$ cat config.mk
export PLATFORM = sky130hd
export DESIGN_NAME = mac_unit
export DESIGN_NICKNAME = d
export VERILOG_FILES = /design/src/logic/accel_geom_pkg.sv /design/src/logic/accel_data_pkg.sv /design/src/logic/mac_unit.sv
export SDC_FILE = /design/constraint.sdc
export NUM_CORES = 1
export LEC_CHECK = 0
export BUFFER_PORTS_ARGS = -buffer_cell sky130_fd_sc_hd__buf_2
export CORE_UTILIZATION = 45
export CTS_CLUSTER_DIAMETER = 30
export CTS_CLUSTER_SIZE = 20
export DETAILED_ROUTE_END_ITERATION = 8
export GPL_ROUTABILITY_DRIVEN = 0
export PLACE_DENSITY = 0.64
export SETUP_SLACK_MARGIN = 0.02
export SLEW_MARGIN = 0
export SYNTH_ARGS = -nofsm -noshare
export SYNTH_HDL_FRONTEND = slang
export SYNTH_SLANG_ARGS = --single-unit
$ cat constraint.sdc
create_clock -name clk -period 9.82 [get_ports clk]
set_input_delay 1.473 -clock clk [delete_from_list [all_inputs] [get_ports clk]]
set_output_delay 1.473 -clock clk [all_outputs]
set_load 0.02 [all_outputs]
$ cat src/logic/accel_geom_pkg.sv
package accel_geom_pkg;

    ////////////////////////////////////////////////////////////////////
    // loop geometry
    ////////////////////////////////////////////////////////////////////
    // rows per job, one dot product each
    localparam int ROWS = 8;
    // columns per row
    localparam int COLS = 128;

    // address and index widths
    localparam int SRC_AW = 10;
    localparam int MAT_AW = 7;
    localparam int ROW_W  = 3;

    // source buffer word address, row*128 + col
    typedef logic [SRC_AW-1:0] src_addr_t;
    // matrix word address, col only
    typedef logic [MAT_AW-1:0] mat_addr_t;
    // row index
    typedef logic [ROW_W-1:0]  row_idx_t;

    // result stream flow control
    typedef logic [2:0] credit_cnt_t;
    // credits held by the sender after reset
    localparam credit_cnt_t RESULT_CREDITS = 3'd4;

endpackage

$ cat src/logic/accel_data_pkg.sv
package accel_data_pkg;

    // row index travels with each result
    import accel_geom_pkg::*;

    ////////////////////////////////////////////////////////////////////
    // operand and accumulator types
    ////////////////////////////////////////////////////////////////////
    // 16-bit signed operand, both source and matrix
    typedef logic signed [15:0] operand_t;
    // 40-bit signed accumulator, also the result value
    typedef logic signed [39:0] acc_t;

    ////////////////////////////////////////////////////////////////////
    // host load request
    ////////////////////////////////////////////////////////////////////
    typedef struct packed {
        logic      valid;
        // 1 = matrix store, 0 = source buffer
        logic      to_matrix;
        // matrix uses only the low 7 bits
        src_addr_t addr;
        operand_t  data;
    } load_req_t;

    // one result beat on the output stream
    typedef struct packed {
        row_idx_t row;
        acc_t     value;
    } result_beat_t;

endpackage

$ cat src/logic/mac_unit.sv
`timescale 1ns/1ps
`default_nettype none

module mac_unit
    import accel_geom_pkg::*;
    import accel_data_pkg::*;
(
    input  logic         clk,
    input  logic         rst,
    input  logic         k_init,
    input  logic         exec,
    input  logic         k_fin,
    input  operand_t     src_data,
    input  operand_t     mat_data,
    output logic         result_valid,
    output result_beat_t result
);

    logic               exec_d;
    logic signed [31:0] prod;
    acc_t               acc;
    acc_t               acc_sum;
    row_idx_t           row_cnt;

    // full-width signed product
    assign prod    = src_data * mat_data;
    // last product folds in during k_fin
    assign acc_sum = exec_d ? acc + acc_t'(prod) : acc;

    // accumulator, cleared per row
    always_ff @(posedge clk) begin
        if (k_init) begin
            acc <= '0;
        end else if (exec_d) begin
            acc <= acc_sum;
        end
        if (k_fin) begin
            result.row   <= row_cnt;
            result.value <= acc_sum;
        end
    end

    always_ff @(posedge clk) begin
        if (rst) begin
            exec_d       <= 1'b0;
            result_valid <= 1'b0;
            row_cnt      <= '0;
        end else begin
            // align with synchronous read data
            exec_d       <= exec;
            result_valid <= k_fin;
            // wraps after the 8th row
            if (k_fin) begin
                row_cnt <= row_cnt + 1'b1;
            end
        end
    end

endmodule

`default_nettype wire

==> impl_results.md <==
- Slowest CP cell: fa_1
- Clock root buffer: clkbuf_16
- Worst setup margin: 2.173 ns
- Max cap viols: 0
- Vias in the first global route: 12324
- Total wire length: 37.08 mm
- Global-route wire length before repair: around 62 mm
- Max stage delay on crit path: 0.75 ns
- Most frequent CP cell: fa_1
- CP top delay family: adder cells
- Clk sinks: 88
- Vias post-DR: 11351
- Crit end category: flip-flop
- Cts hold-fix bufs: 0
- Final nets: 2199
- Critical-path cell list: buf_2 -> nand2_1 -> inv_1 -> fa_1 -> fa_1 -> inv_1 -> fa_1 -> fa_1 -> inv_1 -> fa_1 -> inv_1 -> fa_1 -> inv_1 -> ha_1 -> and3_1 -> and2_1 -> nand3_1 -> a311oi_1 -> o31a_1 -> a21oi_1
- Die Wd: approximately 190 um
- Setup_tns: 0 ns
- Cts repair resizes: 0
- Die H: approximately 190 um
- Fin crit period: 7.647 ns
- Worst-path maximum fanout: 16
- Worst setup SP type: primary input
- Hold Crit Class: reg -> reg
- Final hold violations: 0
- Placement Setup Slack: 1.862 ns
- Status: complete, no violations
- # Post-CTS Setup Buffers: 0
- Largest net degree at the start of global routing: slightly below 50
- Core Region: between 30000 and 40000 um^2
- Synth top area cells: fa_1, inv_1, ha_1
- Worst Max-Slew Pin Slew: 0.6783 ns
- Iteration count of the initial detailed-routing pass: 8
- RSZ-0062 raised after global routing: no
- H-Tree Depth: 3
- Ports: 81
- Worst Skew: 0.01355 ns
- Clock slew at reported path FFs: 0.07 ns
- # rows: 68
- Post-synthesis register bit count: 88
- Synth top area share: 0.4185
- Gate Count Post-Synth: 1676
- Grt total ovfl: 0
- Final Non-Filler Cells: 2177
- DR iter-0 viols: 537
- Asr flop ratio synth: 0
- Area delta synth->final: 6.833%
- Post-route clock period utilization: 0.7787
- Syn avg cell area: 9.418 um^2
- Main flop type after synthesis: dfxtp_1
- Dpl cells: 2160
- Layout cell share with drive strength beyond 1: 0.07263
- Starting Density: 0.4570
- CTS tree: done
- Buffers on Ports: 80
- HPWL after DPL: 30.55 mm
- Synthesized net count: between 2000 and 2500
- WP data arrival: 7.74 ns
- Final setup viols: 0
- Initial antenna violation count: 0
- Most common cell after layout, fill and taps aside: inv_1
- Most frequent cells in the layout: inv_1, fa_1, nand2_1
- Final Max Tran Viols: 0
- EDFF count, synth: 43
- Yosys warnings: 0
- Number of buffers created by CTS: 9
- FMAX: 130.8 MHz
- FILL cells: 3331
- Worst Path Required: around 9.9 ns
- Clk Latency, worst-skew pair: 0.35 ns
- Die ar.: 35830 um^2
- Count of cell types in the netlist: 61
- Area leader, netlist: fa_1
- DRC viols: 0
- Sequential area share after synthesis: 0.1389
- Fin Hold WS: 0.4592 ns
- DR vias/cell: 5.214
- Post-Syn Area: 15790 um^2
- WL/cell: roughly 17 um
- Worst setup path class: in -> reg
- GRT Util Overall: 0.2213
- Clk buf depth: 2
- Worst Path Buf+Inv: 6
- Rel. slew slack: 0.5478
- Post-route ant nets: 0
## per-stage QoR
step / instance area, um^2 / utilization
floorplan: 15790 / -
global placement: 16580 / 0.4800
detailed placement: 16580 / 0.4800
CTS: 16860 / 0.4881
global route: 16860 / 0.4881
finish: 16860 / 0.4882
## sequential cells by signal, summed over array words and instances (netlist names)
name,flops
result_valid,1
row_cnt,3
result,43
acc,40
exec_d,1
## Yosys cell counts (all sizes together) (3+ instances only)
library cell,n
inv,415
fa,330
nand2,194
and2,131
ha,116
a21oi,59
clkbuf,51
dfxtp,45
nor2,45
edfxtp,43
o21ai,31
nand3,19
nor3,18
xnor2,17
a31oi,15
a21o,14
o21a,12
mux2,11
a211oi,9
and3,8
nand4,8
nand3b,7
o31ai,7
o21bai,6
a21boi,5
buf,5
o211ai,5
or3,5
nor2b,4
o32ai,4
a31o,3
o2111ai,3
or4,3
## cell families (layout without fill, tap and decap cells)
kind of cell,Yosys count,in the layout,synth area share
xor+xnor,19,19,0.01054
mux,13,13,0.009116
buf+inv,472,517,0.1125
compound gates,188,188,0.07966
simple gates,450,450,0.1389
flops,88,88,0.1389
other cells,0,1,0
fa+ha+maj,446,446,0.5105
## layer usage
metal / global-route usage / share of wire
met4: 0.05087 / 0.021
met2: 0.4074 / 0.54
met5: 0 / 0
met3: 0.01891 / 0.036
met1: 0.2802 / 0.41
## worst paths after layout
kind | startpoint | end | slack, ns | depth (start not counted)
max | mat_data[1] | result[39]$_DFFE_PP_ | 2.17 | 20
min | row_cnt[2]$_SDFFE_PP0P_ | result[42]$_DFFE_PP_ | 0.46 | 0
max reg2reg | acc[15]$_SDFFE_PP0P_ | result[36]$_DFFE_PP_ | 4.17 | 17
min reg2reg | row_cnt[2]$_SDFFE_PP0P_ | result[42]$_DFFE_PP_ | 0.46 | 0
## cell type report
| class | instances | area (um^2) | share of cell area |
|---|---|---|---|
| Tap cell | 455 | 569.3 | 0.03376 |
| Clock buffer | 9 | 225.2 | 0.01336 |
| Antenna cell | 1 | 2.502 | 0.0001484 |
| Inverter | 416 | 1562 | 0.09260 |
| Sequential cell | 88 | 2193 | 0.1301 |
| Clock inverter | 7 | 56.30 | 0.003339 |
| Timing Repair Buffer | 85 | 437.9 | 0.02597 |
| Multi-Input combinational cell | 1116 | 11820 | 0.7008 |
Power is left out: the tool's default activity adds up to more than one toggle a clock period on the data nets, which glitch-free logic cannot reach.
