## src/logic/accel_geom_pkg.sv

```systemverilog
package accel_geom_pkg;

    ////////////////////////////////////////////////////////////////////
    // loop geometry
    ////////////////////////////////////////////////////////////////////
    // rows per job, one dot product each
    localparam int ROWS = 8;
    // columns per row
    localparam int COLS = 128;

    // address and index widths
    localparam int SRC_AW = 10;
    localparam int MAT_AW = 7;
    localparam int ROW_W  = 3;

    // source buffer word address, row*128 + col
    typedef logic [SRC_AW-1:0] src_addr_t;
    // matrix word address, col only
    typedef logic [MAT_AW-1:0] mat_addr_t;
    // row index
    typedef logic [ROW_W-1:0]  row_idx_t;

    // result stream flow control
    typedef logic [2:0] credit_cnt_t;
    // credits held by the sender after reset
    localparam credit_cnt_t RESULT_CREDITS = 3'd4;

endpackage

```

## src/logic/agu_next.sv

```systemverilog
`timescale 1ns/1ps
`default_nettype none

module agu_next #(
    parameter int W = 7
) (
    input  logic         clk,
    input  logic         rst,
    input  logic         start,
    input  logic         en,
    input  logic [W-1:0] ini,
    input  logic [W-1:0] fin,
    output logic [W-1:0] data,
    output logic         next,
    output logic         last
);

    logic [W-1:0] cnt;
    logic         run;
    logic         step;

    // start shows ini in the same cycle
    assign data = start ? ini : cnt;
    // step only while a run is live
    assign step = en & (start | run);
    assign last = step & (data == fin);
    assign next = step & (data != fin);

    always_ff @(posedge clk) begin
        if (rst) begin
            cnt <= '0;
            run <= 1'b0;
        end else begin
            if (next) begin
                cnt <= data + 1'b1;
            end else if (start) begin
                cnt <= ini;
            end
            // final step ends the run
            if (last) begin
                run <= 1'b0;
            end else if (start) begin
                run <= 1'b1;
            end
        end
    end

endmodule

`default_nettype wire

```

## src/logic/exe_ctrl.sv

```systemverilog
`timescale 1ns/1ps
`default_nettype none

module exe_ctrl
    import accel_geom_pkg::*;
(
    input  logic      clk,
    input  logic      rst,
    input  logic      s_init,
    input  logic      out_busy,
    input  logic      out_fin,
    output logic      s_fin,
    output logic      k_init,
    output logic      k_fin,
    output logic      exec,
    output src_addr_t exec_src_addr,
    output mat_addr_t exec_mat_addr
);

    row_idx_t  i;
    mat_addr_t j;
    logic      last_i, last_j;
    logic      next_i, next_j;
    logic      s_init_d;
    logic      row_more, row_req;
    logic      k_req, k_hold;
    logic      col_start;
    logic      fin_win;

    //////////////////////////////////////////////////////////////////////
    // row kick
    //////////////////////////////////////////////////////////////////////
    // first row one cycle after s_init, later rows one after k_fin
    assign k_req  = s_init_d | row_req | k_hold;
    // output stage full, hold the kick
    assign k_init = k_req & ~out_busy;

    always_ff @(posedge clk) begin
        if (rst) begin
            s_init_d  <= 1'b0;
            row_more  <= 1'b0;
            row_req   <= 1'b0;
            k_hold    <= 1'b0;
            col_start <= 1'b0;
            exec      <= 1'b0;
            k_fin     <= 1'b0;
            fin_win   <= 1'b0;
            s_fin     <= 1'b0;
        end else begin
            s_init_d  <= s_init;
            // next_i lines up with k_fin, row_req one later
            row_more  <= next_i;
            row_req   <= row_more;
            k_hold    <= k_req & out_busy;
            // column run starts after k_init
            col_start <= k_init;
            // high from k_init+1 through the last column
            exec      <= k_init | next_j;
            k_fin     <= last_j;
            // open on last row, close on its out_fin
            if (last_i) begin
                fin_win <= 1'b1;
            end else if (out_fin) begin
                fin_win <= 1'b0;
            end
            s_fin     <= fin_win & out_fin;
        end
    end

    //////////////////////////////////////////////////////////////////////
    // loops
    //////////////////////////////////////////////////////////////////////
    // row loop, steps on the last column
    agu_next #(.W(ROW_W)) l_i (
        .clk(clk), .rst(rst), .start(s_init), .en(last_j),
        .ini('0), .fin(row_idx_t'(ROWS - 1)),
        .data(i), .next(next_i), .last(last_i)
    );

    // column loop, one step per exec cycle
    agu_next #(.W(MAT_AW)) l_j (
        .clk(clk), .rst(rst), .start(col_start), .en(exec),
        .ini('0), .fin(mat_addr_t'(COLS - 1)),
        .data(j), .next(next_j), .last(last_j)
    );

    // i*128 + j
    assign exec_src_addr = {i, j};
    assign exec_mat_addr = j;

endmodule

`default_nettype wire

```

## config.mk

```make
export PLATFORM = sky130hd
export DESIGN_NAME = exe_ctrl
export DESIGN_NICKNAME = d
export VERILOG_FILES = /design/src/logic/accel_geom_pkg.sv /design/src/logic/agu_next.sv /design/src/logic/exe_ctrl.sv
export SDC_FILE = /design/constraint.sdc
export NUM_CORES = 1
export LEC_CHECK = 0
export ABC_AREA = 1
export BUFFER_PORTS_ARGS = -buffer_cell sky130_fd_sc_hd__buf_2
export CAP_MARGIN = 30
export CORE_MARGIN = 10
export CORE_UTILIZATION = 60
export DETAILED_ROUTE_END_ITERATION = 12
export PLACE_DENSITY = 0.93
export SKIP_CTS_REPAIR_TIMING = 1
export SYNTH_ARGS = -nofsm -noshare
export SYNTH_HDL_FRONTEND = slang
export SYNTH_HIERARCHICAL = 1
export SYNTH_SLANG_ARGS = --single-unit
```

## constraint.sdc

```tcl
create_clock -name clk -period 4.36 [get_ports clk]
set_input_delay 0.436 -clock clk [delete_from_list [all_inputs] [get_ports clk]]
set_output_delay 0.436 -clock clk [all_outputs]
set_load 0.03 [all_outputs]
```

==> metrics.yaml, run 1 <==
finish:
  drive_above_1_share_pct: 25.1
  seq_area_um2: 420
  multi_input_area_mm2: 0.00100
  final_core_util_pct: 72.5
  syn_to_final_growth_pct: 14.9
  fin_nets: 303
  fill_cells: 225
  diodes: 0
  finalInstanceArea_mm2: 0.00181
  instances_no_fill: 325
synthesis:
  synth_top_family_by_area: "simple AND/OR/NAND/NOR gates"
  yosysSeqAreaShare_pct: 26.7
  synth_simple_gate_area_share_pct: 47.7
  synth_area_mm2: 0.00158
  synth_compound_area_share_pct: 3.49
  yosys-top-cells-area: "dfxtp_1 (27%), nand2_1 (14%), inv_1 (11%)"
  post_synth.cell_area_avg_um2: 6.49
  synth_top_area_cell: "dfxtp_1"
  synth_top_cell_area_share_pct: 26.7
  async_flop_share_pct: 0
  postSynthCellCount: 243
  synthMuxAreaShare_pct: 0
  synth_enable_flop_cells: 0
  synth-main-ff-cell: "dfxtp_1"
  synthXorXnorAreaFrac_pct: 2.78
  synthDistinctLibCells: 29
  synth_fa_ha_area_share_pct: 1.59
  yosysWarnings: 6
  ys_ff_latch: 21
cts:
  cts_tree: "yes"
  htree_levels: 1
  cts-root-buf: "clkbuf_4"
  clkTransAtPathRegs_ps: 120
  cts_buffers: 3
  clock_path_buffers: 2
  numClockSinks: 21
  insertion_delay_ps: 300
worst_setup_path:
  critical-path-max-stage-delay_ps: 760
  cp.arrival_ps: 2560
  path_buf_inv: 3
  reg2reg_from: "col_start"
  crit_path_cell_trace: "inv_2 > nand2_1 > nand3_1 > nand2_1 > nand2_1 > nor2_2 > nand3_1 > inv_1 > inv_1 > nor2_1 > nand2_4 > nor2_1 > nor2_2"
  cp.required_ps: 4570
  startpoint: "col_start"
  worstSetupPathType: "flip-flop to flip-flop"
  cp-start-kind: "flip-flop"
  cp_slowest_cell: "dfxtp_1"
  path_max_fanout: 14
  end_kind: "flip-flop"
  cp_top_family: "simple AND/OR/NAND/NOR gates"
  critical_path.most_common_cell: "nand2_1"
timing:
  finalCritPeriodShare_pct: 54.0
  holdWs_ps: 303
  hold_viol: 0
  relSlewSlack_pct: 56.1
  timing.fmax_mhz: 425
  finalSetupTns_ps: 0
  period_minus_slack_ps: 2350
  fin_ws_ps: 2010
  setup_viol: 0
  worst_pin_slew_ps: 658
  slew_viol_final: 0
  clock_skew_ps: 4.60
  rsz0062_at_grt: "no"
worst_hold_path:
  hp-start: "out_fin"
  hp-class: "primary input to flip-flop"
grt:
  antenna_found_initial: 0
  grt.total_usage_pct: 12.7
  gr-total-overflow: 0
  first_global_vias: 1428
  grt_max_degree: 15
  grt_pass1_wl_um: 5580
power_and_ir_drop:
  ir_worst_vdd_mv: 0.245
  fin_total_pwr_mw: 0.416
  power_leakage_nw: 1.08
  power_density_mw_per_mm2: 230
drt:
  first_pass_iters: 4
  via_count: 1470
  via_per_inst: 4.52
  routed_wl_um: 3210
  drt-initial-drc-count: 98
  antenna_left: 0
  post-route-drc-count: 0
  routedWlPerCell_um: 9.86
floorplan:
  placementRows: 18
  start_util_pct: 63.1
  die_area_mm2: 0.00508
  coreArea_mm2: 0.00250
  die_w_um: 71.3
  pin_count: 26
  die_y_um: 71.3
place:
  place_ws_ps: 2020
  place_congestion: 0.926
  dp.cells: 321
  hpwlAfterDp_um: 2640
  postPlaceCellArea_mm2: 0.00178
  io_buffers: 25
status:
  outcome: "completed"
flow_run:
  maxCapViolations: 0
-- cells by family (layout without fill, tap and decap cells) --
family                   Yosys count  count (layout)
AND/OR/NAND/NOR                  144             144
buffers and inverters             60              80
flip-flops                        21              21
AO/OA/AOI/OAI                      9               9
XOR/XNOR                           5               5
adder cells (fa/ha/maj)            2               2
other                              2              34
-- layout make-up --
cell class                      instances  area share (%)
Sequential cell                        21            23.2
Timing Repair Buffer                   25            6.91
Clock buffer                            3            1.24
Clock inverter                          1           0.276
Tap cell                               30            2.07
Multi-Input combinational cell        194            55.4
Inverter                               51            10.9
-- Yosys cell counts (3+ instances only) --
cell / n
nand2_1: 60
inv_1: 45
nor2_1: 25
dfxtp_1: 21
nand2_2: 19
nand3_1: 17
nand2_4: 10
buf_4: 7
inv_2: 4
xor2_1: 4
a21oi_1: 3
nand3_2: 3
nand3b_1: 3
-- worst register-to-register path, stage by stage (launching register included) --
cell and delay (ps):
dfxtp_1 760, inv_2 190, nand2_1 180, nand3_1 90, nand2_1 70, nand2_1 60
nor2_2 150, nand3_1 120, inv_1 90, inv_1 60, nor2_1 220, nand2_4 110
nor2_1 120, nor2_2 50
-- cell usage in the layout, fill, tap and decap left out, types with 3 or more instances in the layout --
master    instances
buf_2            25
dfxtp_1          21
nand2_4          10
nand3_2           3
nand2_1          60
nand3_1          17
inv_1            45
conb_1           34
a21oi_1           3
inv_2             4
clkbuf_4          3
nand3b_1          3
nor2_1           25
nand2_2          19
xor2_1            4
-- path summary, 6_finish.rpt --
| check | end | slack (ps) | cells after the start |
|---|---|---|---|
| setup / recovery | l_i/cnt[1] | 2010 | 13 |
| hold reg to reg | row_req | 420 | 2 |
| setup reg to reg | l_i/cnt[1] | 2010 | 13 |
| hold / removal | fin_win | 300 | 2 |
-- sequential cells by signal (all words and copies together) (netlist names) --
name,flops
l_j/cnt,7
l_i/cnt,3
col_start,1
exec,1
fin_win,1
k_fin,1
k_hold,1
l_i/run,1
l_j/run,1
row_more,1
row_req,1
s_fin,1
s_init_d,1
-- metal layers --
metal,wire [um],share of wire (%),track usage (%),up-vias
met4,61,1.9,5.38,0
li1,-,-,-,782
met3,218,6.8,3.44,8
met2,1510,47,22.5,39
met5,0,0,0,-
met1,1410,44,13.7,641
-- report_power, final --
group | switching, mW | internal, mW | leakage, nW
clock | 0.0592 | 0.0342 | 0.0177
combinational | 0.0835 | 0.0356 | 0.889
sequential | 0.00449 | 0.199 | 0.171
total | 0.147 | 0.269 | 1.08
(Power assumes the default switching activity.)
==> run 2, diff against run 1 <==
- CORE_UTILIZATION: 60 -> 50
- PLACE_DENSITY: 0.93 -> 0.84
- clock period: 4.36 -> 2 ns (I/O delays scaled with it)
==> run 2 against run 1 <==
Effect of this change:
- fmax rose by 30%
- cell count rose by 5.8%
- utilization fell by 11 points
- non-clock buffer count rose by 5
- register-to-register slack got worse by 1800 ps
- sequential share of layout area fell by 0.79 points
- wire length fell by 0.90%
- hold slack got worse by 260 ps
- combinational power rose by 130%
- clock skew rose by 2.6 ps
- die area rose by 14%
- highest routed layer unchanged
- critical path type unchanged
- clock-buffer cell count did not move
==> metrics.yaml, run 2 (synthesis results as in run 1) <==
timing:
  finalSetupTns_ps: 0
  slew_viol_final: 0
  period_minus_slack_ps: 1800
  holdWs_ps: 45.7
  finalCritPeriodShare_pct: 90.2
  rsz0062_at_grt: "no"
  setup_viol: 0
  timing.fmax_mhz: 554
  hold_viol: 0
  clock_skew_ps: 7.19
cts:
  cts_tree: "yes"
  cts_buffers: 3
  insertion_delay_ps: 330
  cts-root-buf: "clkbuf_4"
  clock_path_buffers: 2
  numClockSinks: 21
  clkTransAtPathRegs_ps: 130
  htree_levels: 1
worst_setup_path:
  critical_path.most_common_cell: "nand2_1"
  timing.rr.end: "l_i/cnt[1]"
  crit_path_cell_trace: "inv_2 > nand2_1 > nand2_2 > nand2_1 > nand2_1 > nand2_2 > nor2_4 > nand3_1 > inv_1 > inv_1 > nor2_2 > nand2_4 > nor2_1 > nor2_2"
  cp.arrival_ps: 2050
  reg2reg_from: "col_start"
  worstSetupPathType: "flip-flop to flip-flop"
  cp_slowest_cell: "dfxtp_1"
  r2r_cells: 14
  critical-path-max-stage-delay_ps: 340
  rrSetupSlack_ps: 200
  path_max_fanout: 9
  critical_path.endpoint: "l_i/cnt[1]"
  startpoint: "col_start"
  end_kind: "flip-flop"
  cp.required_ps: 2240
  cp-start-kind: "flip-flop"
power_and_ir_drop:
  p_comb_share_pct: 28.7
  ir_worst_vdd_mv: 0.531
  power_leakage_nw: 1.10
  seqPwrFrac_pct: 47.2
  intPower_mw: 0.593
  pwr-share-clk_pct: 24.1
  p_sw_share_pct: 36.5
  p_switching_mw: 0.340
  power_density_mw_per_mm2: 497
drt:
  via_per_inst: 4.17
  antenna_left: 0
  post-route-drc-count: 0
  routed_wl_um: 3180
  first_pass_iters: 4
  via_count: 1433
  routedWlPerCell_um: 9.23
  drt-initial-drc-count: 53
grt:
  grt.total_usage_pct: 11.0
  grt_pass1_wl_um: 5500
  antenna_found_initial: 0
  gr-total-overflow: 0
  first_global_vias: 1347
  grt_max_degree: 14
finish:
  top_register: "l_j/cnt"
  largest_register_ffs: 7
  reg_top3: "l_j/cnt x7, l_i/cnt x3"
  final_common_cell: "nand2_1"
  fin_nets: 308
  syn_to_final_growth_pct: 19.0
  final_cell_mix: "nand2_1 (60), inv_1 (45), conb_1 (34)"
  diodes: 0
  drive_above_1_share_pct: 27.0
floorplan:
  pin_count: 26
  die_w_um: 76.2
  die_y_um: 76.2
  die_area_mm2: 0.00580
  placementRows: 20
  coreArea_mm2: 0.00303
  start_util_pct: 52.1
status:
  outcome: "completed"
place:
  place_congestion: 0.858
  io_buffers: 25
  hpwlAfterDp_um: 2600
flow_run:
  maxCapViolations: 0
worst_hold_path:
  hp-class: "primary input to flip-flop"
==> run 2: changes by cell type in the layout (fill, tap and decap cells not counted), sizes merged <==
| cell | change |
|---|---|
| buf | +5 |
| clkinvlp | +1 |
| clkinv | -1 |
==> run 2: worst min-delay path by stage <==
stage	from	endpoint	slack, ps	cells past startpoint
2_1_floorplan	rst	l_i/cnt[2]	260	1
3_3_place_gp	row_more	row_req	390	2
3_5_place_dp	out_fin	fin_win	400	2
4_1_cts	out_fin	fin_win	40	2
5_1_grt	out_fin	fin_win	30	2
6_report	out_fin	fin_win	50	2
==> run 2: critical path: cells and delay by family, from the launching register on <==
kind          cells  cell delay [ps]
simple gates     11             1080
buf+inv           3              290
flops             1              340
==> run 2: area by class of cell <==
class                      count  area (um^2)
multi-input combinational    194         1010
timing repair buffer          30          163
inverter                      51          198
clock buffer                   3         22.5
clock inverter                 1         7.51
sequential                    21          420
fill                         279         1150
tap                           44         55.1
==> run 2: routing by layer <==
| layer | vias to the layer above | wire length (um) | GRT usage, % |
|---|---|---|---|
| li1 | 793 | - | - |
| met1 | 610 | 1440 | 11.9 |
| met2 | 24 | 1520 | 19.6 |
| met3 | 6 | 189 | 4.48 |
| met4 | 0 | 28 | 2.04 |
| met5 | - | 0 | 0 |
==> run 2: per-stage QoR <==
step           total power, mW  instances  utilization (%)  setup WS [ps]  area, um^2
2_1_floorplan            0.669        275                -            107        1700
3_5_place_dp             0.717        340             60.9            139        1840
5_1_grt                  0.990        344             61.9           24.6        1880
6_report                 0.933        344             61.9            195        1880
4_1_cts                  0.941        344             61.9            117        1870
3_3_place_gp             0.713        340             60.9            219        1840
==> run 2: power by group through the flow <==
stage / clock (mW) / sequential (mW) / combinational (mW)
global route: 0.250 / 0.442 / 0.299
floorplan: 0 / 0.450 / 0.219
detailed placement: 0 / 0.449 / 0.268
finish: 0.225 / 0.440 / 0.268
global placement: 0 / 0.449 / 0.264
CTS: 0.232 / 0.440 / 0.268
