<file path="config.mk">
export PLATFORM = sky130hd
export DESIGN_NAME = result_sender
export DESIGN_NICKNAME = d
export VERILOG_FILES = /design/src/logic/accel_geom_pkg.sv /design/src/logic/accel_data_pkg.sv /design/src/logic/result_sender.sv
export SDC_FILE = /design/constraint.sdc
export NUM_CORES = 1
export LEC_CHECK = 0
export BUFFER_PORTS_ARGS = -buffer_cell sky130_fd_sc_hd__clkbuf_2
export CAP_MARGIN = 10
export CORE_MARGIN = 2
export CORE_UTILIZATION = 38
export DETAILED_ROUTE_END_ITERATION = 7
export GPL_TIMING_DRIVEN = 0
export HOLD_SLACK_MARGIN = 0.03
export PLACE_DENSITY = 0.74
export SYNTH_ARGS = -nofsm -noshare
export SYNTH_HDL_FRONTEND = slang
export SYNTH_SLANG_ARGS = --single-unit
</file>
<file path="constraint.sdc">
create_clock -name clk -period 1.7 [get_ports clk]
set_input_delay 0.255 -clock clk [delete_from_list [all_inputs] [get_ports clk]]
set_output_delay 0.255 -clock clk [all_outputs]
set_load 0.05 [all_outputs]
</file>
<file path="src/logic/accel_geom_pkg.sv">
package accel_geom_pkg;

    ////////////////////////////////////////////////////////////////////
    // loop geometry
    ////////////////////////////////////////////////////////////////////
    // rows per job, one dot product each
    localparam int ROWS = 8;
    // columns per row
    localparam int COLS = 128;

    // address and index widths
    localparam int SRC_AW = 10;
    localparam int MAT_AW = 7;
    localparam int ROW_W  = 3;

    // source buffer word address, row*128 + col
    typedef logic [SRC_AW-1:0] src_addr_t;
    // matrix word address, col only
    typedef logic [MAT_AW-1:0] mat_addr_t;
    // row index
    typedef logic [ROW_W-1:0]  row_idx_t;

    // result stream flow control
    typedef logic [2:0] credit_cnt_t;
    // credits held by the sender after reset
    localparam credit_cnt_t RESULT_CREDITS = 3'd4;

endpackage

</file>
<file path="src/logic/accel_data_pkg.sv">
package accel_data_pkg;

    // row index travels with each result
    import accel_geom_pkg::*;

    ////////////////////////////////////////////////////////////////////
    // operand and accumulator types
    ////////////////////////////////////////////////////////////////////
    // 16-bit signed operand, both source and matrix
    typedef logic signed [15:0] operand_t;
    // 40-bit signed accumulator, also the result value
    typedef logic signed [39:0] acc_t;

    ////////////////////////////////////////////////////////////////////
    // host load request
    ////////////////////////////////////////////////////////////////////
    typedef struct packed {
        logic      valid;
        // 1 = matrix store, 0 = source buffer
        logic      to_matrix;
        // matrix uses only the low 7 bits
        src_addr_t addr;
        operand_t  data;
    } load_req_t;

    // one result beat on the output stream
    typedef struct packed {
        row_idx_t row;
        acc_t     value;
    } result_beat_t;

endpackage

</file>
<file path="src/logic/result_sender.sv">
`timescale 1ns/1ps
`default_nettype none

module result_sender
    import accel_geom_pkg::*;
    import accel_data_pkg::*;
(
    input  logic         clk,
    input  logic         rst,
    input  logic         result_valid,
    input  result_beat_t result,
    input  logic         res_credit,
    output logic         res_valid,
    output result_beat_t res_beat,
    output logic         out_busy,
    output logic         out_fin
);

    logic        full;
    credit_cnt_t credits;
    logic        send;

    //////////////////////////////////////////////////////////////////////
    // send decision
    //////////////////////////////////////////////////////////////////////
    assign send      = full & (credits != '0);
    assign res_valid = send;
    // beat leaves this cycle
    assign out_fin   = send;
    // no room for another row
    assign out_busy  = full | (credits == '0);

    // holding register, one beat
    always_ff @(posedge clk) begin
        if (result_valid) begin
            res_beat <= result;
        end
    end

    always_ff @(posedge clk) begin
        if (rst) begin
            full <= 1'b0;
        end else if (result_valid) begin
            full <= 1'b1;
        end else if (send) begin
            full <= 1'b0;
        end
    end

    //////////////////////////////////////////////////////////////////////
    // credit counter
    //////////////////////////////////////////////////////////////////////
    always_ff @(posedge clk) begin
        if (rst) begin
            credits <= RESULT_CREDITS;
        end else begin
            case ({send, res_credit})
                2'b10: credits <= credits - 1'b1;
                // capped at the initial count
                2'b01: begin
                    if (credits != RESULT_CREDITS) begin
                        credits <= credits + 1'b1;
                    end
                end
                // send and return cancel out
                default: credits <= credits;
            endcase
        end
    end

endmodule

`default_nettype wire

</file>
==> results of run 1 <==
==> worst max-delay path by stage <==
stage	startpoint	endpoint	slack, ns
floorplan	credits[0]	res_valid	-0.11
global placement	credits[0]	credits[2]	-0.23
detailed placement	credits[0]	credits[2]	-0.23
CTS	credits[0]	credits[2]	-0.03
finish	credits[0]	credits[2]	-0.05
global route	credits[0]	credits[2]	-0.14
==> per-layer routing <==
layer,track usage (%),share of wire (%),vias up,wire (um)
met3,6.433,9.8,6,329
li1,-,-,528,-
met2,23.72,48,64,1616
met1,17.85,41,513,1394
met4,3.268,0.83,0,28
met5,0,0,-,0
==> power by group through the flow <==
stage          logic (mW)  clock network, mW  registers, mW
2_1_floorplan       0.113                  0           1.72
3_3_place_gp        0.565                  0           1.43
3_5_place_dp        0.573                  0           1.44
4_1_cts             0.602              0.663           1.40
5_1_grt             0.632              0.723           1.41
6_report            0.603              0.641           1.40
==> timing repair <==
action,CTS,global route
resized for setup,7,3
setup endpoints to repair,2,4
setup buffers,3,0
hold endpoints to repair,0,0
pin swaps,2,0
==> cell families after synthesis <==
| kind of cell | synth area share [%] |
|---|---|
| AO/OA/AOI/OAI | 6.993 |
| adder cells (fa/ha/maj) | 1.243 |
| buffers and inverters | 1.321 |
| flip-flops | 85.16 |
| AND/OR/NAND/NOR | 5.284 |
==> critical path, cell delays in order, from the launching register on <==
cell and delay (ns):
dfxtp_4 0.36, nor3_4 0.20, o21ai_2 0.09, fa_2 0.36, or3_4 0.34, o22a_1 0.21, o211ai_2 0.12
==> placed cells by master, fill, tap and decap left out, types with 2 or more instances in the layout <==
cell type | synthesis | layout
dfxtp_4 | 0 | 2
edfxtp_1 | 43 | 43
a211oi_1 | 2 | 2
a31oi_1 | 2 | 2
buf_4 | 1 | 4
or2_2 | 2 | 2
a21oi_1 | 2 | 2
clkinvlp_4 | 0 | 2
clkbuf_2 | 0 | 90
clkbuf_8 | 0 | 5
buf_2 | 2 | 3
nand2_1 | 3 | 3
nor2_1 | 7 | 7
==> area by class of cell <==
type	count	area [um2]	area share, %
Buffer	3	17.52	0.7705
Inverter	1	3.754	0.1651
Tap cell	50	62.56	2.752
Multi-Input combinational cell	33	235.2	10.35
Clock buffer	5	68.82	3.027
Timing Repair Buffer	95	485.5	21.35
Sequential cell	47	1380	60.70
Clock inverter	3	20.02	0.8806
==> synthesized netlist by cell type <==
library cell / count / share of area [%]
or2_2: 2 / 0.78
o22a_1: 1 / 0.54
nor2_1: 7 / 1.6
o211ai_1: 1 / 0.47
o211ai_2: 1 / 0.78
buf_4: 1 / 0.47
nor3_1: 1 / 0.31
or3_4: 1 / 0.70
o31ai_1: 1 / 0.47
a2111oi_2: 1 / 0.93
a211oi_1: 2 / 0.93
nand2_1: 3 / 0.70
nand3b_1: 1 / 0.47
o22ai_1: 1 / 0.39
edfxtp_1: 43 / 80
o21a_1: 1 / 0.47
o21ai_0: 2 / 0.62
nor2b_1: 1 / 0.39
a31oi_1: 2 / 0.78
inv_2: 1 / 0.23
fa_1: 1 / 1.2
nand3_1: 1 / 0.31
buf_2: 2 / 0.62
dfxtp_1: 4 / 5.0
a21oi_1: 2 / 0.62
==> registers in the layout, summed over array words and instances, names as in the netlist <==
signal and cells:
res_beat 43, full 1, credits 3
==> per-stage QoR <==
| step | cell area, um2 | power (mW) | cells | TNS, ns | worst slack [ns] |
|---|---|---|---|---|---|
| final | 2273 | 2.646 | 237 | -0.08550 | -0.05175 |
| after global routing | 2273 | 2.769 | 237 | -0.2369 | -0.1362 |
| after CTS | 2271 | 2.670 | 237 | -0.05216 | -0.03400 |
| after detailed placement | 2140 | 2.010 | 226 | -0.4050 | -0.2289 |
| after global placement | 2140 | 1.996 | 226 | -0.3668 | -0.2342 |
| after floorplan | 1617 | 1.837 | 84 | -0.2157 | -0.1111 |
==> metrics.json, run 1 <==
{
  "run_status": {
    "run_status": "finished, violations left",
    "violations_in_the_final_reports": "negative setup slack"
  },
  "final_layout": {
    "final_core_util_pct": 56.43,
    "post_route_cells_drive_above_1_share_pct": 63.10,
    "layout.nets": 234,
    "fillCellCount": 341,
    "insertedDiodeCount": 0,
    "area_growth_pct": 41.18
  },
  "route": {
    "via_per_inst": 4.688,
    "num_vias": 1111,
    "detail_route.drc_violations": 0,
    "wirelength_routed_um": 3368,
    "number_of_routed_nets_with_antenna_violations": 0,
    "number_of_iterations_in_the_first_detailed_routing_pass": 4,
    "routed_wire_length_per_instance_um": 14.21,
    "dr.first_iter.drc_count": 85
  },
  "synthesis": {
    "yosysWarnings": 0,
    "post_synth_instance_area_um2": 1610,
    "part_of_the_yosys_area_used_for_sequential_elements_pct": 85.16,
    "ys_seq_elements": 47,
    "post_synth.cell_area_avg_um2": 19.17,
    "syn-num-nets": 132,
    "synth_cell_types": 25,
    "postSynthCellCount": 84
  },
  "timing": {
    "timing_max_transition_violations_final": 0,
    "final-setup-viol-count": 2,
    "timing.max_slew.rel_slack_pct": 28.50,
    "fin_worst_skew_ns": 0.003626,
    "fin_crit_sh_pct": 103.0,
    "period_minus_slack_ns": 1.752,
    "hold_violations": 0,
    "final.hold.worst_slack_ns": 0.1341,
    "final_critical_path_setup_slack_ns": -0.05175,
    "fmax_mhz": 570.9,
    "worst-slew-pin-transition_ns": 1.073,
    "rsz_0062_raised_after_global_routing": "true"
  },
  "grt": {
    "initial_antenna_violation_count": 0,
    "grt_first_pass_wirelength_um": 5444,
    "global_route_usage_over_all_layers_pct": 14.53,
    "grt_remaining_overflow": 0,
    "vias_in_the_first_global_route": 1116,
    "grt_max_degree": 45
  },
  "hold_path": {
    "holdCritPathClass": "primary input to flop",
    "hold_depth": 1,
    "worst_hold_path.endpoint": "res_beat[28]",
    "worstHoldStart": "result[28]"
  },
  "worst_setup_path": {
    "worstReg2RegStart": "credits[0]",
    "worst-r2r-setup-slack_ns": -0.05,
    "crit_path_start_kind": "flop",
    "criticalPathCategory": "flop to flop",
    "arrival_ns": 1.97,
    "cp_max_fo": 3,
    "cp.required_ns": 1.92,
    "cp-end-kind": "flop",
    "endpoint_of_the_worst_slack_reg_to_reg_timing_path": "credits[2]",
    "worst_reg2reg_path_length_in_cells": 6
  },
  "floorplanning": {
    "die_w_um": 69.10,
    "design.portCount": 93,
    "die_height_um": 69.10,
    "die_area_um2": 4774,
    "core_area_um2": 4029,
    "floorplan.rows": 23,
    "starting_density_of_the_core_pct": 39.97
  },
  "place": {
    "buffer_ports.inserted": 92,
    "hpwlAfterDp_um": 2474,
    "place.gp.congestion": 0.8130
  },
  "cts": {
    "clock_sinks": 47,
    "cts.root.buffer_cell": "clkbuf_8",
    "maximum_clock_path_buffer_count": 2,
    "cts_tree": "yes",
    "cts_htree_levels": 2,
    "clk_pin_slew_worst_paths_ns": 0.09,
    "holdBufCountCts": 0,
    "clock_latency_ns": 0.29,
    "total_cts_buffers": 5
  },
  "pwr": {
    "peakVddDrop_mv": 0.3439,
    "seqPwrFrac_pct": 53.0,
    "power.density_cell_area_nw_per_um2": 1164,
    "intPower_mw": 1.808,
    "switching_power_mw": 0.8380,
    "comb_power_share_pct": 22.8,
    "p_clk_share_pct": 24.2,
    "leakagePower_nw": 0.9801,
    "swShare_pct": 31.67
  },
  "run": {
    "cap_violations": 0
  }
}
No activity file was read; power rests on OpenSTA's default activity.
==> run 2: changes to the inputs <==
--- a/config.mk
+++ b/config.mk
@@ -8,11 +8,12 @@
 export BUFFER_PORTS_ARGS = -buffer_cell sky130_fd_sc_hd__clkbuf_2
 export CAP_MARGIN = 10
 export CORE_MARGIN = 2
-export CORE_UTILIZATION = 38
+export CORE_UTILIZATION = 40
+export CTS_BUF_LIST = sky130_fd_sc_hd__clkbuf_8
 export DETAILED_ROUTE_END_ITERATION = 7
 export GPL_TIMING_DRIVEN = 0
 export HOLD_SLACK_MARGIN = 0.03
-export PLACE_DENSITY = 0.74
+export PLACE_DENSITY = 0.77
 export SYNTH_ARGS = -nofsm -noshare
 export SYNTH_HDL_FRONTEND = slang
 export SYNTH_SLANG_ARGS = --single-unit
==> metrics.json, run 2 (synthesis gave the netlist of run 1 again) <==
{
  "timing": {
    "final_critical_path_setup_slack": {"value": -0.03681, "unit": "ns", "change": "+0.01494 ns"},
    "period_minus_slack": {"value": 1.737, "unit": "ns", "change": "-0.01494 ns"},
    "final-setup-viol-count": {"value": 2, "change": "unchanged"},
    "fmax": {"value": 575.8, "unit": "MHz", "change": "+0.86%"},
    "fin_worst_skew": {"value": 0.0009088, "unit": "ns", "change": "-0.002717 ns"},
    "timing_max_transition_violations_final": {"value": 0, "change": "unchanged"},
    "final.hold.worst_slack": {"value": 0.1384, "unit": "ns", "change": "+0.004316 ns"},
    "timing.max_slew.rel_slack": {"value": 29.77, "unit": "%", "change": "+1.3 points"},
    "worst-slew-pin-transition": {"value": 1.053, "unit": "ns", "change": "-0.01913 ns"},
    "fin_crit_sh": {"value": 102.2, "unit": "%", "change": "-0.88 points"},
    "rsz_0062_raised_after_global_routing": "true",
    "hold_violations": {"value": 0, "change": "unchanged"}
  },
  "floorplanning": {
    "floorplan.rows": {"value": 23, "change": "unchanged"},
    "die_area": {"value": 4550, "unit": "um2", "change": "-4.7%"},
    "core_area": {"value": 3943, "unit": "um2", "change": "-2.1%"},
    "die_w": {"value": 67.45, "unit": "um", "change": "-2.4%"},
    "design.portCount": {"value": 93, "change": "unchanged"},
    "die_height": {"value": 67.45, "unit": "um", "change": "-2.4%"},
    "starting_density_of_the_core": {"value": 40.84, "unit": "%", "change": "+0.88 points"}
  },
  "cts": {
    "cts_tree": "yes",
    "clock_latency": {"value": 0.28, "unit": "ns", "change": "about the same"},
    "clk_pin_slew_worst_paths": {"value": 0.08, "unit": "ns", "change": "about the same"},
    "cts.root.buffer_cell": "clkbuf_8",
    "cts_htree_levels": {"value": 2, "change": "unchanged"},
    "holdBufCountCts": {"value": 0, "change": "unchanged"},
    "clock_sinks": {"value": 47, "change": "unchanged"},
    "maximum_clock_path_buffer_count": {"value": 2, "change": "unchanged"},
    "total_cts_buffers": {"value": 5, "change": "unchanged"}
  },
  "place": {
    "hpwlAfterDp": {"value": 2307, "unit": "um", "change": "-6.8%"},
    "place.gp.congestion": {"value": 0.8122, "change": "about the same"},
    "cell_area_placed": {"value": 2140, "unit": "um2", "change": "unchanged"},
    "buffer_ports.inserted": {"value": 92, "change": "unchanged"}
  },
  "final_layout": {
    "top_regs": "res_beat (43), credits (3), full (1)",
    "largest_reg_flops": {"value": 43, "change": "unchanged"},
    "finish.instance_area": {"value": 2318, "unit": "um2", "change": "+2.0%"},
    "post_route_cells_drive_above_1_share": {"value": 64.02, "unit": "%", "change": "+0.92 points"},
    "layout.nets": {"value": 236, "change": "+0.85%"},
    "insertedDiodeCount": {"value": 0, "change": "unchanged"},
    "area_growth_pct": 43.98,
    "final_core_util": {"value": 58.81, "unit": "%", "change": "+2.4 points"},
    "max_flop_register": "res_beat",
    "final_cell_mix": "90 x clkbuf_2, 43 x edfxtp_1, 7 x nor2_1",
    "layout.cells.most_common": "clkbuf_2"
  },
  "run_status": {
    "run_status": "finished, violations left",
    "violations_in_the_final_reports": "negative setup slack"
  },
  "pwr": {
    "power.density_cell_area": {"value": 1206, "unit": "nW/um2", "change": "+3.6%"},
    "leakagePower": {"value": 1.009, "unit": "nW", "change": "+2.9%"},
    "peakVddDrop": {"value": 0.4939, "unit": "mV", "change": "+44%"}
  },
  "grt": {
    "initial_antenna_violation_count": {"value": 0, "change": "unchanged"},
    "global_route_usage_over_all_layers": {"value": 13.54, "unit": "%", "change": "-0.99 points"},
    "grt_max_degree": {"value": 45, "change": "unchanged"},
    "vias_in_the_first_global_route": {"value": 959, "change": "-14%"},
    "grt_remaining_overflow": {"value": 0, "change": "unchanged"},
    "grt_first_pass_wirelength": {"value": 4429, "unit": "um", "change": "-19%"}
  },
  "worst_setup_path": {
    "worst_path_largest_cell_delay": {"value": 0.36, "unit": "ns", "change": "about the same"},
    "crit_path_start_kind": "flop",
    "timing.critical_path.slowest_stage_cell": "dfxtp_4",
    "cp.required": {"value": 1.91, "unit": "ns", "change": "about the same"},
    "criticalPathCategory": "flop to flop",
    "cp_max_fo": {"value": 2, "change": "-1"},
    "critPathBufInv": {"value": 0, "change": "unchanged"},
    "worst_path_dominant_cell_family": "simple AND/OR/NAND/NOR gates",
    "arrival": {"value": 1.95, "unit": "ns", "change": "-0.02 ns"},
    "cp-end-kind": "flop",
    "cell_by_cell_trace_of_the_critical_path": "nor3_4 -> o21ai_2 -> fa_2 -> or3_4 -> o22a_1 -> o211ai_2"
  },
  "route": {
    "number_of_iterations_in_the_first_detailed_routing_pass": {"value": 2, "change": "-2"},
    "dr.first_iter.drc_count": {"value": 63, "change": "-26%"},
    "via_per_inst": {"value": 4.510, "change": "-3.8%"},
    "number_of_routed_nets_with_antenna_violations": {"value": 0, "change": "unchanged"},
    "num_vias": {"value": 1078, "change": "-3.0%"},
    "detail_route.drc_violations": {"value": 0, "change": "unchanged"},
    "routed_wire_length_per_instance": {"value": 13.26, "unit": "um", "change": "-6.7%"},
    "wirelength_routed": {"value": 3168, "unit": "um", "change": "-5.9%"}
  },
  "run": {
    "cap_violations": {"value": 0, "change": "unchanged"}
  },
  "hold_path": {
    "holdCritPathClass": "primary input to flop"
  }
}
[run 2: path summary, 6_finish.rpt]
check        cells after the start     endpoint        from  slack (ns)
min reg2reg                      1   credits[2]  credits[2]        0.57
max reg2reg                      6   credits[2]  credits[1]       -0.04
max                              6   credits[2]  credits[1]       -0.04
min                              1  res_beat[2]   result[2]        0.14
[run 2: area by class of cell]
cell class / count / area [um2]
multi-input cells: 33 / 246.5
clock buffers: 5 / 68.82
fillers: 330 / 1624
inverters: 1 / 3.754
plain buffers: 3 / 17.52
repair buffers: 97 / 500.5
clock inverters: 3 / 38.79
well taps: 50 / 62.56
flip-flops and latches: 47 / 1380
[run 2: report_power, final]
part	switching [mW]	internal (mW)	leakage [nW]
logic	0.451	0.168	0.498
clock network	0.343	0.430	0.0556
registers	0.0371	1.37	0.455
total	0.831	1.96	1.01
[run 2: worst reg2reg max path, delay by kind of cell, from the launching register on]
| kind | cells | cell delay (ns) |
|---|---|---|
| flops | 1 | 0.36 |
| fa+ha+maj | 1 | 0.35 |
| simple gates | 2 | 0.53 |
| compound gates | 3 | 0.43 |
[run 2: per-layer routing]
layer / routed length (um) / vias up / GRT usage [%]
met2: 1565 / 58 / 22.90
met1: 1210 / 487 / 15.14
li1: - / 531 / -
met5: 0 / - / 0
met4: 14 / 0 / 6.122
met3: 378 / 2 / 5.167
[run 2: timing repair]
action                     in CTS  in global routing
setup buffers                   4                  1
setup endpoints to repair       2                  4
pin swaps                       3                  5
gates resized for setup         7                  5
[run 2: metrics by stage]
| stage | setup WS (ns) | setup TNS [ns] | total power [mW] | std cells |
|---|---|---|---|---|
| floorplan | -0.1111 | -0.2157 | 1.837 | 84 |
| global placement | -0.2267 | -0.3486 | 1.993 | 226 |
| detailed placement | -0.2298 | -0.3667 | 2.007 | 226 |
| CTS | -0.05402 | -0.06368 | 2.802 | 238 |
| global route | -0.09498 | -0.1846 | 2.899 | 239 |
| finish | -0.03681 | -0.04810 | 2.795 | 239 |
